--- src/paillier_pkg.sv ---
`default_nettype none

package paillier_pkg;

    localparam int WORD_W    = 32;                       // Modulus, operand and result width
    localparam int BATCH_LEN = 8;                        // Operand pairs and results per task
    localparam int IDX_W     = $clog2(BATCH_LEN + 1);    // Holds a count up to BATCH_LEN
    localparam int PTR_W     = $clog2(BATCH_LEN);        // Operand buffer pointer width
    localparam int BIT_IDX_W = $clog2(WORD_W);           // Bit position inside a word

    typedef logic [WORD_W-1:0] word_t;

    // Codes 00 and 01 are reserved and never start a task
    typedef enum logic [1:0] {
        CMD_ENC_RSVD   = 2'b00,
        CMD_DEC_RSVD   = 2'b01,
        CMD_HOMO_ADD   = 2'b10,
        CMD_SCALAR_MUL = 2'b11
    } task_cmd_e;

    typedef enum logic [2:0] {
        ST_IDLE,
        ST_FETCH,
        ST_ISSUE,
        ST_WAIT,
        ST_END
    } ctrl_state_e;

endpackage

`default_nettype wire

--- src/mod_op_if.sv ---
`default_nettype none

interface mod_op_if;

    logic                start;    // One-cycle request that captures the operands
    paillier_pkg::word_t x;
    paillier_pkg::word_t y;
    paillier_pkg::word_t m;
    paillier_pkg::word_t result;
    logic                done;     // One-cycle pulse with the result valid alongside

    modport ctrl (
        output start,
        output x,
        output y,
        output m,
        input  result,
        input  done
    );

    modport unit (
        input  start,
        input  x,
        input  y,
        input  m,
        output result,
        output done
    );

endinterface

`default_nettype wire

--- src/operand_buf.sv ---
`default_nettype none

module operand_buf (
    input  wire                       clk,
    input  wire                       rst_n,
    input  wire                       clear,
    input  wire                       push,
    input  wire  paillier_pkg::word_t push_a,
    input  wire  paillier_pkg::word_t push_b,
    input  wire                       pop,
    output paillier_pkg::word_t       head_a,
    output paillier_pkg::word_t       head_b,
    output logic                      not_empty
);

    paillier_pkg::word_t mem_a [paillier_pkg::BATCH_LEN];
    paillier_pkg::word_t mem_b [paillier_pkg::BATCH_LEN];

    logic [paillier_pkg::PTR_W-1:0] wr_ptr;
    logic [paillier_pkg::PTR_W-1:0] rd_ptr;
    logic [paillier_pkg::PTR_W-1:0] wr_idx;
    logic [paillier_pkg::PTR_W-1:0] wr_next;
    logic [paillier_pkg::PTR_W-1:0] rd_next;
    logic [paillier_pkg::IDX_W-1:0] count;
    logic                           full;

    localparam logic [paillier_pkg::PTR_W-1:0] LAST_PTR =
        paillier_pkg::PTR_W'(paillier_pkg::BATCH_LEN - 1);

    assign wr_idx  = clear ? '0 : wr_ptr;    // A pair arriving with the request lands in slot 0
    assign wr_next = (wr_idx == LAST_PTR) ? '0 : wr_idx + 1'b1;
    assign rd_next = (rd_ptr == LAST_PTR) ? '0 : rd_ptr + 1'b1;
    assign full    = (count == paillier_pkg::IDX_W'(paillier_pkg::BATCH_LEN));

    assign head_a    = mem_a[rd_ptr];
    assign head_b    = mem_b[rd_ptr];
    assign not_empty = (count != '0);

    always_ff @(posedge clk) begin
        if (push) begin
            mem_a[wr_idx] <= push_a;
            mem_b[wr_idx] <= push_b;
        end
    end

    always_ff @(posedge clk or negedge rst_n) begin
        if (!rst_n) begin
            wr_ptr <= '0;
            rd_ptr <= '0;
            count  <= '0;
        end else if (clear) begin
            wr_ptr <= push ? wr_next : '0;
            rd_ptr <= '0;
            count  <= push ? paillier_pkg::IDX_W'(1) : '0;
        end else begin
            if (push) begin
                wr_ptr <= wr_next;
            end
            if (pop) begin
                rd_ptr <= rd_next;
            end
            if (push && !pop) begin
                count <= count + 1'b1;
            end else if (pop && !push) begin
                count <= count - 1'b1;
            end
        end
    end

    a_no_overflow: assert property (@(posedge clk) disable iff (!rst_n)
        (push && !clear) |-> (!full || pop))
        else $error("operand buffer overflow");

    a_no_underflow: assert property (@(posedge clk) disable iff (!rst_n)
        pop |-> not_empty)
        else $error("operand buffer popped while empty");

endmodule

`default_nettype wire

--- src/mod_mul_unit.sv ---
`default_nettype none

module mod_mul_unit (
    input wire     clk,
    input wire     rst_n,
    mod_op_if.unit bus
);

    logic                               busy;
    logic                               done_q;
    logic [paillier_pkg::BIT_IDX_W-1:0] bit_cnt;
    paillier_pkg::word_t                x_q;
    paillier_pkg::word_t                y_q;
    paillier_pkg::word_t                m_q;
    logic [paillier_pkg::WORD_W:0]      acc;        // Extra bit holds 2*acc + y before reduction
    logic [paillier_pkg::WORD_W:0]      dbl;
    logic [paillier_pkg::WORD_W:0]      dbl_red;
    logic [paillier_pkg::WORD_W:0]      sum;
    logic [paillier_pkg::WORD_W:0]      sum_red;

    // Each interleaved step computes acc = (2*acc + bit*y) mod m with every partial below m
    always_comb begin
        dbl     = acc << 1;
        dbl_red = (dbl >= {1'b0, m_q}) ? dbl - {1'b0, m_q} : dbl;
        sum     = dbl_red + (x_q[paillier_pkg::WORD_W-1] ? {1'b0, y_q} : '0);
        sum_red = (sum >= {1'b0, m_q}) ? sum - {1'b0, m_q} : sum;
    end

    always_ff @(posedge clk or negedge rst_n) begin
        if (!rst_n) begin
            busy    <= 1'b0;
            done_q  <= 1'b0;
            bit_cnt <= '0;
        end else begin
            done_q <= 1'b0;
            if (!busy) begin
                if (bus.start) begin
                    busy    <= 1'b1;
                    bit_cnt <= '0;
                end
            end else begin
                bit_cnt <= bit_cnt + 1'b1;
                if (bit_cnt == paillier_pkg::BIT_IDX_W'(paillier_pkg::WORD_W - 1)) begin
                    busy   <= 1'b0;
                    done_q <= 1'b1;    // Lands WORD_W+1 cycles after start
                end
            end
        end
    end

    always_ff @(posedge clk) begin
        if (!busy && bus.start) begin
            x_q <= bus.x;
            y_q <= bus.y;
            m_q <= bus.m;
            acc <= '0;
        end else if (busy) begin
            x_q <= x_q << 1;    // Scan multiplier from the MSB
            acc <= sum_red;
        end
    end

    assign bus.result = acc[paillier_pkg::WORD_W-1:0];
    assign bus.done   = done_q;

    a_mod_nonzero: assert property (@(posedge clk) disable iff (!rst_n)
        (bus.start && !busy) |-> (bus.m != '0))
        else $error("modular multiply started with zero modulus");

endmodule

`default_nettype wire

--- src/mod_exp_unit.sv ---
`default_nettype none

module mod_exp_unit (
    input wire     clk,
    input wire     rst_n,
    mod_op_if.unit bus
);

    typedef enum logic [1:0] {
        EXP_IDLE,
        EXP_SQR,
        EXP_MUL
    } exp_state_e;

    exp_state_e                         state;
    logic                               mm_start;
    logic                               done_q;
    logic                               bit_done;
    logic                               last_bit;
    logic [paillier_pkg::BIT_IDX_W-1:0] bit_cnt;
    paillier_pkg::word_t                base_q;
    paillier_pkg::word_t                exp_q;
    paillier_pkg::word_t                m_q;
    paillier_pkg::word_t                acc_q;

    mod_op_if mm_bus ();

    mod_mul_unit u_mul (
        .clk   (clk),
        .rst_n (rst_n),
        .bus   (mm_bus)
    );

    assign mm_bus.start = mm_start;
    assign mm_bus.x     = acc_q;
    assign mm_bus.y     = (state == EXP_MUL) ? base_q : acc_q;    // Square or multiply by base
    assign mm_bus.m     = m_q;

    // A bit is finished after its square when clear, or after its multiply when set
    assign bit_done = mm_bus.done
                   && ((state == EXP_MUL)
                       || (state == EXP_SQR && !exp_q[paillier_pkg::WORD_W-1]));
    assign last_bit = (bit_cnt == paillier_pkg::BIT_IDX_W'(paillier_pkg::WORD_W - 1));

    always_ff @(posedge clk or negedge rst_n) begin
        if (!rst_n) begin
            state    <= EXP_IDLE;
            mm_start <= 1'b0;
            done_q   <= 1'b0;
            bit_cnt  <= '0;
        end else begin
            mm_start <= 1'b0;
            done_q   <= 1'b0;
            if (state == EXP_IDLE) begin
                if (bus.start) begin
                    state    <= EXP_SQR;
                    mm_start <= 1'b1;
                    bit_cnt  <= '0;
                end
            end else if (mm_bus.done && !bit_done) begin
                state    <= EXP_MUL;    // The set exponent bit multiplies in the base
                mm_start <= 1'b1;
            end else if (bit_done) begin
                if (last_bit) begin
                    state  <= EXP_IDLE;
                    done_q <= 1'b1;
                end else begin
                    state    <= EXP_SQR;
                    mm_start <= 1'b1;
                    bit_cnt  <= bit_cnt + 1'b1;
                end
            end
        end
    end

    always_ff @(posedge clk) begin
        if (state == EXP_IDLE && bus.start) begin
            base_q <= bus.x;
            exp_q  <= bus.y;
            m_q    <= bus.m;
            acc_q  <= paillier_pkg::word_t'(1);    // Equals 1 mod m because m is above 1
        end else begin
            if (mm_bus.done) begin
                acc_q <= mm_bus.result;
            end
            if (bit_done) begin
                exp_q <= exp_q << 1;
            end
        end
    end

    assign bus.result = acc_q;
    assign bus.done   = done_q;

    a_no_restart: assert property (@(posedge clk) disable iff (!rst_n)
        (state != EXP_IDLE) |-> !bus.start)
        else $error("exponentiation restarted while busy");

endmodule

`default_nettype wire

--- src/paillier_ctrl.sv ---
`default_nettype none

module paillier_ctrl (
    input  wire                           clk,
    input  wire                           rst_n,
    input  wire  paillier_pkg::task_cmd_e task_cmd,
    input  wire                           task_req,
    input  wire  paillier_pkg::word_t     modulus,
    input  wire  paillier_pkg::word_t     head_a,
    input  wire  paillier_pkg::word_t     head_b,
    input  wire                           not_empty,
    output logic                          buf_clear,
    output logic                          pop,
    output paillier_pkg::word_t           res_data,
    output logic                          res_valid,
    output logic                          task_end,
    mod_op_if.ctrl                        mul_bus,
    mod_op_if.ctrl                        exp_bus
);

    paillier_pkg::ctrl_state_e      state;
    paillier_pkg::task_cmd_e        cmd_q;
    paillier_pkg::word_t            mod_q;
    logic [paillier_pkg::IDX_W-1:0] res_cnt;
    logic                           cmd_active;
    logic                           use_mul;
    logic                           unit_done;
    paillier_pkg::word_t            unit_result;

    // Encryption and decryption requests are dropped here
    assign cmd_active = (task_cmd == paillier_pkg::CMD_HOMO_ADD)
                     || (task_cmd == paillier_pkg::CMD_SCALAR_MUL);
    assign use_mul    = (cmd_q == paillier_pkg::CMD_HOMO_ADD);

    assign buf_clear = (state == paillier_pkg::ST_IDLE) && task_req && cmd_active;
    assign pop       = (state == paillier_pkg::ST_ISSUE);

    // Both units see the same operands; only the selected one is started
    assign mul_bus.start = pop && use_mul;
    assign mul_bus.x     = head_a;
    assign mul_bus.y     = head_b;
    assign mul_bus.m     = mod_q;

    assign exp_bus.start = pop && !use_mul;
    assign exp_bus.x     = head_a;    // Base
    assign exp_bus.y     = head_b;    // Exponent
    assign exp_bus.m     = mod_q;

    assign unit_done   = use_mul ? mul_bus.done : exp_bus.done;
    assign unit_result = use_mul ? mul_bus.result : exp_bus.result;

    always_ff @(posedge clk or negedge rst_n) begin
        if (!rst_n) begin
            state     <= paillier_pkg::ST_IDLE;
            cmd_q     <= paillier_pkg::CMD_ENC_RSVD;
            res_cnt   <= '0;
            res_valid <= 1'b0;
            task_end  <= 1'b0;
        end else begin
            res_valid <= 1'b0;
            task_end  <= 1'b0;
            case (state)
                paillier_pkg::ST_IDLE: begin
                    if (buf_clear) begin
                        cmd_q   <= task_cmd;
                        res_cnt <= '0;
                        state   <= paillier_pkg::ST_FETCH;
                    end
                end
                paillier_pkg::ST_FETCH: begin
                    if (not_empty) begin
                        state <= paillier_pkg::ST_ISSUE;
                    end
                end
                paillier_pkg::ST_ISSUE: begin
                    state <= paillier_pkg::ST_WAIT;
                end
                paillier_pkg::ST_WAIT: begin
                    if (unit_done) begin
                        res_valid <= 1'b1;
                        res_cnt   <= res_cnt + 1'b1;
                        if (res_cnt == paillier_pkg::IDX_W'(paillier_pkg::BATCH_LEN - 1)) begin
                            state <= paillier_pkg::ST_END;
                        end else begin
                            state <= paillier_pkg::ST_FETCH;
                        end
                    end
                end
                paillier_pkg::ST_END: begin
                    task_end <= 1'b1;    // One cycle after the last res_valid
                    state    <= paillier_pkg::ST_IDLE;
                end
                default: begin
                    state <= paillier_pkg::ST_IDLE;
                end
            endcase
        end
    end

    always_ff @(posedge clk) begin
        if (buf_clear) begin
            mod_q <= modulus;
        end
        if (state == paillier_pkg::ST_WAIT && unit_done) begin
            res_data <= unit_result;
        end
    end

    a_req_when_idle: assert property (@(posedge clk) disable iff (!rst_n)
        task_req |-> (state == paillier_pkg::ST_IDLE))
        else $error("task_req raised while a task is running");

    a_mul_done_owned: assert property (@(posedge clk) disable iff (!rst_n)
        mul_bus.done |-> (state == paillier_pkg::ST_WAIT && use_mul))
        else $error("done from multiplier that was not started");

    a_exp_done_owned: assert property (@(posedge clk) disable iff (!rst_n)
        exp_bus.done |-> (state == paillier_pkg::ST_WAIT && !use_mul))
        else $error("done from exponentiator that was not started");

endmodule

`default_nettype wire

--- src/paillier_top.sv ---
`default_nettype none

module paillier_top (
    input  wire                           clk,
    input  wire                           rst_n,
    input  wire  paillier_pkg::task_cmd_e task_cmd,
    input  wire                           task_req,
    input  wire  paillier_pkg::word_t     modulus,
    input  wire  paillier_pkg::word_t     a_data,
    input  wire                           a_valid,
    input  wire  paillier_pkg::word_t     b_data,
    input  wire                           b_valid,
    output paillier_pkg::word_t           res_data,
    output logic                          res_valid,
    output logic                          task_end
);

    logic                buf_clear;
    logic                buf_pop;
    logic                buf_not_empty;
    paillier_pkg::word_t head_a;
    paillier_pkg::word_t head_b;

    mod_op_if mul_bus ();
    mod_op_if exp_bus ();

    operand_buf u_buf (
        .clk       (clk),
        .rst_n     (rst_n),
        .clear     (buf_clear),
        .push      (a_valid && b_valid),    // Operands travel as a pair
        .push_a    (a_data),
        .push_b    (b_data),
        .pop       (buf_pop),
        .head_a    (head_a),
        .head_b    (head_b),
        .not_empty (buf_not_empty)
    );

    paillier_ctrl u_ctrl (
        .clk       (clk),
        .rst_n     (rst_n),
        .task_cmd  (task_cmd),
        .task_req  (task_req),
        .modulus   (modulus),
        .head_a    (head_a),
        .head_b    (head_b),
        .not_empty (buf_not_empty),
        .buf_clear (buf_clear),
        .pop       (buf_pop),
        .res_data  (res_data),
        .res_valid (res_valid),
        .task_end  (task_end),
        .mul_bus   (mul_bus),
        .exp_bus   (exp_bus)
    );

    mod_mul_unit u_mul (
        .clk   (clk),
        .rst_n (rst_n),
        .bus   (mul_bus)
    );

    mod_exp_unit u_exp (
        .clk   (clk),
        .rst_n (rst_n),
        .bus   (exp_bus)
    );

    // A lone valid would be dropped by the buffer without notice
    a_valid_pair: assert property (@(posedge clk) disable iff (!rst_n)
        (a_valid || b_valid) |-> (a_valid && b_valid))
        else $error("a_valid and b_valid differ");

endmodule

`default_nettype wire

--- config.mk ---
export PLATFORM = sky130hd
export DESIGN_NAME = paillier_top
export DESIGN_NICKNAME = d
export VERILOG_FILES = /design/src/paillier_pkg.sv /design/src/mod_op_if.sv /design/src/operand_buf.sv /design/src/mod_mul_unit.sv /design/src/mod_exp_unit.sv /design/src/paillier_ctrl.sv /design/src/paillier_top.sv
export SDC_FILE = /design/constraint.sdc
export NUM_CORES = 1
export LEC_CHECK = 0
export BUFFER_PORTS_ARGS = -buffer_cell sky130_fd_sc_hd__buf_2
export CAP_MARGIN = 5
export CORE_UTILIZATION = 25
export DETAILED_ROUTE_END_ITERATION = 10
export PLACE_DENSITY = 0.44
export SLEW_MARGIN = 40
export SYNTH_ARGS = -nofsm -noshare
export SYNTH_HDL_FRONTEND = slang
export SYNTH_SLANG_ARGS = --single-unit
--- constraint.sdc ---
create_clock -name clk -period 14.2 [get_ports clk]
set_input_delay 1.42 -clock clk [delete_from_list [all_inputs] [get_ports clk]]
set_output_delay 1.42 -clock clk [all_outputs]
set_load 0.01 [all_outputs]
* Word level (Yosys, flattened, before mapping)
Memories as Yosys holds them, arrays and structs flattened.
Cells that the tools add are included.
** Operators by class
- Add/subtract/negate cells :: 14
- $lt $le $gt $ge :: 4
- Eq/ne operators :: 21
- Muxes and demuxes :: 73
- Reduce and logical (&&, ||, !) cells :: 42
** Operator list (number)
- 32-bit two-way mux :: 12
- 33-bit by 32-bit >= comparator with 1-bit output :: 4
- 33-bit by 32-bit adder with 33-bit output :: 2
- 33-bit two-way mux :: 2
- 33-bit by 32-bit subtractor with 33-bit output :: 2
- 32-bit subtractor :: 2
- 5-bit two-way mux :: 9
- 3-bit two-way mux :: 12
- 1-bit two-way mux :: 27
- 4-bit two-way mux :: 5
- 2-bit nonzero test :: 9
- 5-bit by 1-bit adder with 5-bit output, second input constant :: 3
- 5-bit equality test, second input constant :: 3
- 1-bit logical AND :: 14
- 3-bit case mux with 4 select lines :: 1
- 3-bit equality test, second input constant :: 3
- 4-bit by 1-bit adder with 4-bit output, second input constant :: 2
- 2-bit equality test, second input constant :: 4
- 2-bit two-way mux :: 4
- 4-bit case mux with 2 select lines :: 1
- 1-bit zero test :: 7
- 3-bit by 1-bit adder with 3-bit output, second input constant :: 2
- 3-bit by 2-bit equality test with 1-bit output, second input constant :: 2
- 2-bit by 1-bit inequality test with 1-bit output, second input constant :: 3
- other kinds (13) :: 19
** Word-level totals
- Register bits :: 492
- Bits in writable memories :: 512
- Input port bits :: 103
- Output and inout bits :: 34
- Word-level logic and storage cells :: 188
- Memories kept :: 2
** Memories
- u_buf.mem_a :: words 8, width 32, read ports 1, clocked after memory_dff 0, write ports 1, RTL line operand_buf.sv:16 : paillier_pkg::word_t mem_a [paillier_pkg::BATCH_LEN];
- u_buf.mem_b :: words 8, width 32, read ports 1, clocked after memory_dff 0, write ports 1, RTL line operand_buf.sv:17 : paillier_pkg::word_t mem_b [paillier_pkg::BATCH_LEN];

* Longest topological paths before layout
- Depth after elaboration :: 8
- Depth in mapped cells :: 37
- Gate-level depth less buffers :: 33

* Modules after synthesis
A second synthesis with hierarchy kept.
** Unflattened totals
- Cells, all modules :: 3797
- Area, all modules :: 50318.3 um^2
** By module, submodules not included
- operand_buf :: times used 1, cells each 814, area each 19871.6 um^2, seq. area each 15625.0 um^2
- mod_mul_unit (u_mul) :: times used 1, cells each 1145, area each 10607.7 um^2, seq. area each 3698.5 um^2
- mod_mul_unit (u_exp.u_mul) :: times used 1, cells each 1140, area each 10528.8 um^2, seq. area each 3698.5 um^2
- mod_exp_unit :: times used 1, cells each 386, area each 5241.3 um^2, seq. area each 3748.6 um^2
- paillier_ctrl :: times used 1, cells each 311, area each 4062.6 um^2, seq. area each 2197.1 um^2
- paillier_top :: times used 1, cells each 1, area each 6.3 um^2, seq. area each 0.0 um^2

* Least setup slack after synthesis
Ideal clock, no wire load.
- Path kind :: input-to-reg
- Start point :: input port task_cmd[1]
- End point :: memory u_buf.mem_a[2][0] (netlist bit), enable pin
- Library setup time :: 0.644 ns
- Arrival time :: 8.272 ns
- Data required time :: 13.556 ns
- Slack :: 5.284 ns
- Stages :: 6
- Buffers on the path :: 1
- Cell sequence :: nand3_1 > or2_2 > clkbuf_1 > nand2_1 > inv_1 > nor4_1
** On the way
- Cells in the longest elaborated chain, start to end :: 4
- Elaborated cells on any way between the ends :: 5
- Classes of those cells :: eq/ne (2); mux (1); reduce/logical (2)
** Ends and longest elaborated chain
- start, declared :: RTL line paillier_top.sv:6 : input wire paillier_pkg::task_cmd_e task_cmd,
- 2-bit equality test (on tied branches) :: RTL line paillier_ctrl.sv:31, paillier_ctrl.sv:32
- 1-bit logical OR (*) :: RTL line paillier_ctrl.sv:32 : || (task_cmd == paillier_pkg::CMD_SCALAR_MUL);
- 1-bit logical AND (*) :: RTL line paillier_ctrl.sv:35 : assign buf_clear = (state == paillier_pkg::ST_IDLE) && task_req && cmd_active;
- 3-bit two-way mux (*) :: RTL line operand_buf.sv:30 : assign wr_idx = clear ? '0 : wr_ptr;
- end, declared :: RTL line operand_buf.sv:16
Mark *: on every way between the ends. The rest lies on a longest branch, timed or not.

* Final worst setup path
- Start point :: register u_exp.u_mul.m_q[0]
- End point :: register u_exp.u_mul.acc[2] (netlist bit)
** On the way
- Cells in the longest elaborated chain, start to end :: 5
- Elaborated cells on any way between the ends :: 7
- Classes of those cells :: add/sub (3); order compare (2); mux (2)
** Ends and longest elaborated chain
- start, declared :: RTL line mod_mul_unit.sv:14 : paillier_pkg::word_t m_q;
- start signal, assigned :: RTL line mod_mul_unit.sv:55 : m_q <= bus.m;
- 33-bit by 32-bit subtractor with 33-bit output or 33-bit by 32-bit >= comparator with 1-bit output (tied branches) :: RTL line mod_mul_unit.sv:24 : dbl_red = (dbl >= {1'b0, m_q}) ? dbl - {1'b0, m_q} : dbl;
- 33-bit two-way mux :: RTL line mod_mul_unit.sv:24
- 33-bit by 32-bit adder with 33-bit output :: RTL line mod_mul_unit.sv:25 : sum = dbl_red + (x_q[paillier_pkg::WORD_W-1] ? {1'b0, y_q} : '0);
- 32-bit subtractor or 33-bit by 32-bit >= comparator with 1-bit output (tied branches) :: RTL line mod_mul_unit.sv:26 : sum_red = (sum >= {1'b0, m_q}) ? sum - {1'b0, m_q} : sum;
- 32-bit two-way mux (*) :: RTL line mod_mul_unit.sv:26
- end signal, assigned :: RTL line mod_mul_unit.sv:59 : acc <= sum_red;
- end, declared :: RTL line mod_mul_unit.sv:15 : logic [paillier_pkg::WORD_W:0] acc;
Marks and branches as above.
A chain may end at the register's enable or synchronous reset.

==> out/qor.tcl <==
set qor(outcome) {finished clean}
set qor(timing.critical_path.max_delay_family) {compound AO/OA/AOI/OAI gates}
set qor(cts_resized) 0
set qor(synth_common_cells) {sky130_fd_sc_hd__edfxtp_1 (864), sky130_fd_sc_hd__nand2_1 (424), sky130_fd_sc_hd__ha_1 (205)}
set qor(number_of_antenna_violations_at_the_first_check_in_global_routing) 29
set qor(insertion_delay_ps) 740
set qor(biggest_cell_delay_along_the_critical_path_ps) 540
set qor(routed_wirelength_um) 147000
set qor(critical_path_buf_inv_count) 2
set qor(cts-root-buf) {sky130_fd_sc_hd__clkbuf_16}
set qor(peakVddDrop_uv) 191
set qor(setup_buffers_after_cts) 0
set qor(timing.critical_path.mode_cell) {sky130_fd_sc_hd__o21ai_0}
set qor(r2r_setup_slack_ps) 4620
set qor(crit_slowest_cell) {sky130_fd_sc_hd__or4_1}
set qor(sw_ratio_pct) 39.6
set qor(drt_pass1_iterations) 5
set qor(cap_violations) 0
set qor(setup.worst_path.start_class) {register}
set qor(period_needed_ps) 9580
set qor(syn_area_per_cell_sq_um) 13.2
set qor(drt_iter0_drc) 2219
set qor(post-synth-top-count-cell) {sky130_fd_sc_hd__edfxtp_1}
set qor(cellInternalPower_mw) 7.28
set qor(biggestRegsByFlops) {u_buf.mem_a x256, u_buf.mem_b x256}
set qor(grt_pass1_wl_um) 213000
set qor(grtUsageTotal_pct) 14.7
set qor(finalClockSkew_ps) 37.6
set qor(hold_buffers) 0
set qor(tightestPinTransition_ps) 788
set qor(leakagePower_nw) 20.0
set qor(final_max_slew_viol_count) 0
set qor(timing_hold_violations_final) 0
set qor(total_of_warnings_raised_by_yosys) 0
set qor(place.port_buffers) 136
set qor(power_frac_comb_pct) 44.8
set qor(finalSetupViolations) 0
set qor(cp_max_fo) 21
set qor(gp_routability_congestion) 0.859
set qor(detail_route.vias_per_cell) 4.73
set qor(grt_overflow_total) 0
set qor(synth-edff-count) 864
set qor(cts-root-to-sink-buffers) 3
set qor(n_fill_cell) 19300
set qor(syn_inst) 3692
set qor(critical_path_arrival_ps) 10190
set qor(grt_start_max_net_pins) 77
set qor(io_pins) 137
set qor(finalWorstSetupSlack_ps) 4620
set qor(chip_height_um) 443
set qor(syn_to_final_growth_pct) 15.3
set qor(antenna_violating_nets_post_route) 0
set qor(yosys.cell_types.count) 85
set qor(chipWidth_um) 443
set qor(final_nets) 4167
set qor(setup_tns_ps) 0
set qor(rsz_0062_raised_after_global_routing) {no}
set qor(wire_per_inst_um) 22.7
set qor(yosys-top-cells-area) {sky130_fd_sc_hd__edfxtp_1 (53%), sky130_fd_sc_hd__mux4_2 (5.9%), sky130_fd_sc_hd__ha_1 (5.3%)}
set qor(core_area_sq_um) 193000
set qor(place_worst_setup_slack_ps) 4710
set qor(die_area_sq_um) 196000
set qor(share_of_final_layout_standard_cells_stronger_than_drive_strength_1_pct) 17.6
set qor(syn-num-nets) 4007
set qor(end_kind) {register}
set qor(synth_top_area_share_pct) 53.4
set qor(share_seq_of_total_power_pct) 31.4
set qor(placementRows) 161
set qor(hold_path.class) {reg2reg}
set qor(drt_drc_violations_left) 0
set qor(share_of_synthesized_area_occupied_by_flip_flops_and_latches_pct) 59.6
set qor(achievable-frequency_mhz) 104
set qor(post-dp-hpwl_um) 103000
set qor(clk_pin_slew_worst_paths_ps) 60
set qor(critPathKind) {reg2reg}
set qor(grt_pass1_vias) 30500
set qor(synth.cell_area_sq_um) 48600
set qor(synth-async-reset-ratio_pct) 4.38
set qor(routed_vias) 30600
set qor(cts.htree.levels) 3
set qor(finalCritPeriodShare_pct) 67.4
set qor(yosys_most_used_dff) {sky130_fd_sc_hd__edfxtp_1}
set qor(timing.critical_path.required_ps) 14820
set qor(tritoncts.num_buffers) 107
set qor(share_of_power_burned_in_the_clock_network_pct) 23.7
set qor(slew-limit-headroom_pct) 47.4
set qor(final.hold.worst_slack_ps) 402
set qor(start_util_pct) 25.2
set qor(clock_sink_count) 1004
set qor(power.switching_mw) 4.77
set qor(tritoncts) {yes}
set qor(netlist.top_cell.by_area) {sky130_fd_sc_hd__edfxtp_1}
set qor(synth_seq_cells) 1004
set qor(pwr_density_cell_nw_per_um2) 215
placed cells by master, fill, tap and decap left out, types with 96 or more instances in the layout:
cell,instances
sky130_fd_sc_hd__dfxtp_1,96
sky130_fd_sc_hd__ha_1,205
sky130_fd_sc_hd__mux4_2,128
sky130_fd_sc_hd__edfxtp_1,864
sky130_fd_sc_hd__buf_2,136
sky130_fd_sc_hd__nor2_1,150
sky130_fd_sc_hd__xnor2_1,116
sky130_fd_sc_hd__clkbuf_16,107
sky130_fd_sc_hd__o21ai_0,162
sky130_fd_sc_hd__inv_1,142
sky130_fd_sc_hd__mux2_2,160
sky130_fd_sc_hd__nand2_1,423
sky130_fd_sc_hd__a21oi_1,196
area by class of cell:
cell class | count | area, sq um | share of cell area, %
Clock buffer | 145 | 2870 | 5.12
Clock inverter | 54 | 689 | 1.23
Antenna cell | 2 | 5.00 | 0.00893
Inverter | 146 | 554 | 0.988
Multi-Input combinational cell | 2402 | 18700 | 33.3
Timing Repair Buffer | 191 | 1140 | 2.03
Tap cell | 2526 | 3160 | 5.64
Sequential cell | 1004 | 29000 | 51.7
stage by stage:
stage	cells	cell area [sq um]	util, %	power [mW]
after floorplan	3692	48600	-	7.67
after detailed placement	6268	52500	27.2	9.16
final	6470	56100	29.1	12.1
after CTS	6467	56100	29.1	12.1
after global routing	6470	56100	29.1	12.8
after global placement	6267	52400	27.2	9.15
cells by family after synthesis:
logic type,count (synthesis),share of synthesized area [%]
xor+xnor,170,3.06
simple gates,958,9.28
compound gates,733,9.74
buf+inv,286,2.30
flops,1004,59.6
mux,329,10.5
fa+ha+maj,212,5.56
worst register-to-register path: cells and delay by family, from the launching register on:
family	cells	cell delay [ps]
flops	1	440
xor+xnor	2	430
simple gates	10	2940
buf+inv	2	530
compound gates	14	3800
fa+ha+maj	3	1360
power by group through the flow:
| stage | Clock, mW | Sequential, mW | Combinational [mW] |
|---|---|---|---|
| 6_report | 2.86 | 3.79 | 5.40 |
| 5_1_grt | 3.04 | 3.81 | 5.94 |
| 4_1_cts | 2.95 | 3.79 | 5.36 |
| 3_5_place_dp | 0 | 3.85 | 5.31 |
| 3_3_place_gp | 0 | 3.85 | 5.30 |
| 2_1_floorplan | 0 | 3.73 | 3.95 |
layer usage:
| metal | wire length, um | track usage (%) | share of wire [%] |
|---|---|---|---|
| met2 | 67100 | 23.3 | 46 |
| met3 | 6520 | 2.30 | 4.4 |
| met5 | 193 | 0 | 0.13 |
| met1 | 68300 | 20.1 | 47 |
| met4 | 4590 | 5.17 | 3.1 |
final timing paths:
path / from / to / cells after the start
min reg2reg: u_exp.m_q[1] / u_exp.u_mul.m_q[1] / 0
max: u_exp.u_mul.m_q[0] / u_exp.u_mul.acc[2] / 31
max reg2reg: u_exp.u_mul.m_q[0] / u_exp.u_mul.acc[2] / 31
min in group asynchronous: rst_n / u_ctrl.res_valid / 2
max in group asynchronous: rst_n / u_buf.rd_ptr[1] / 2
min: u_exp.m_q[1] / u_exp.u_mul.m_q[1] / 0
(Power assumes the default switching activity.)
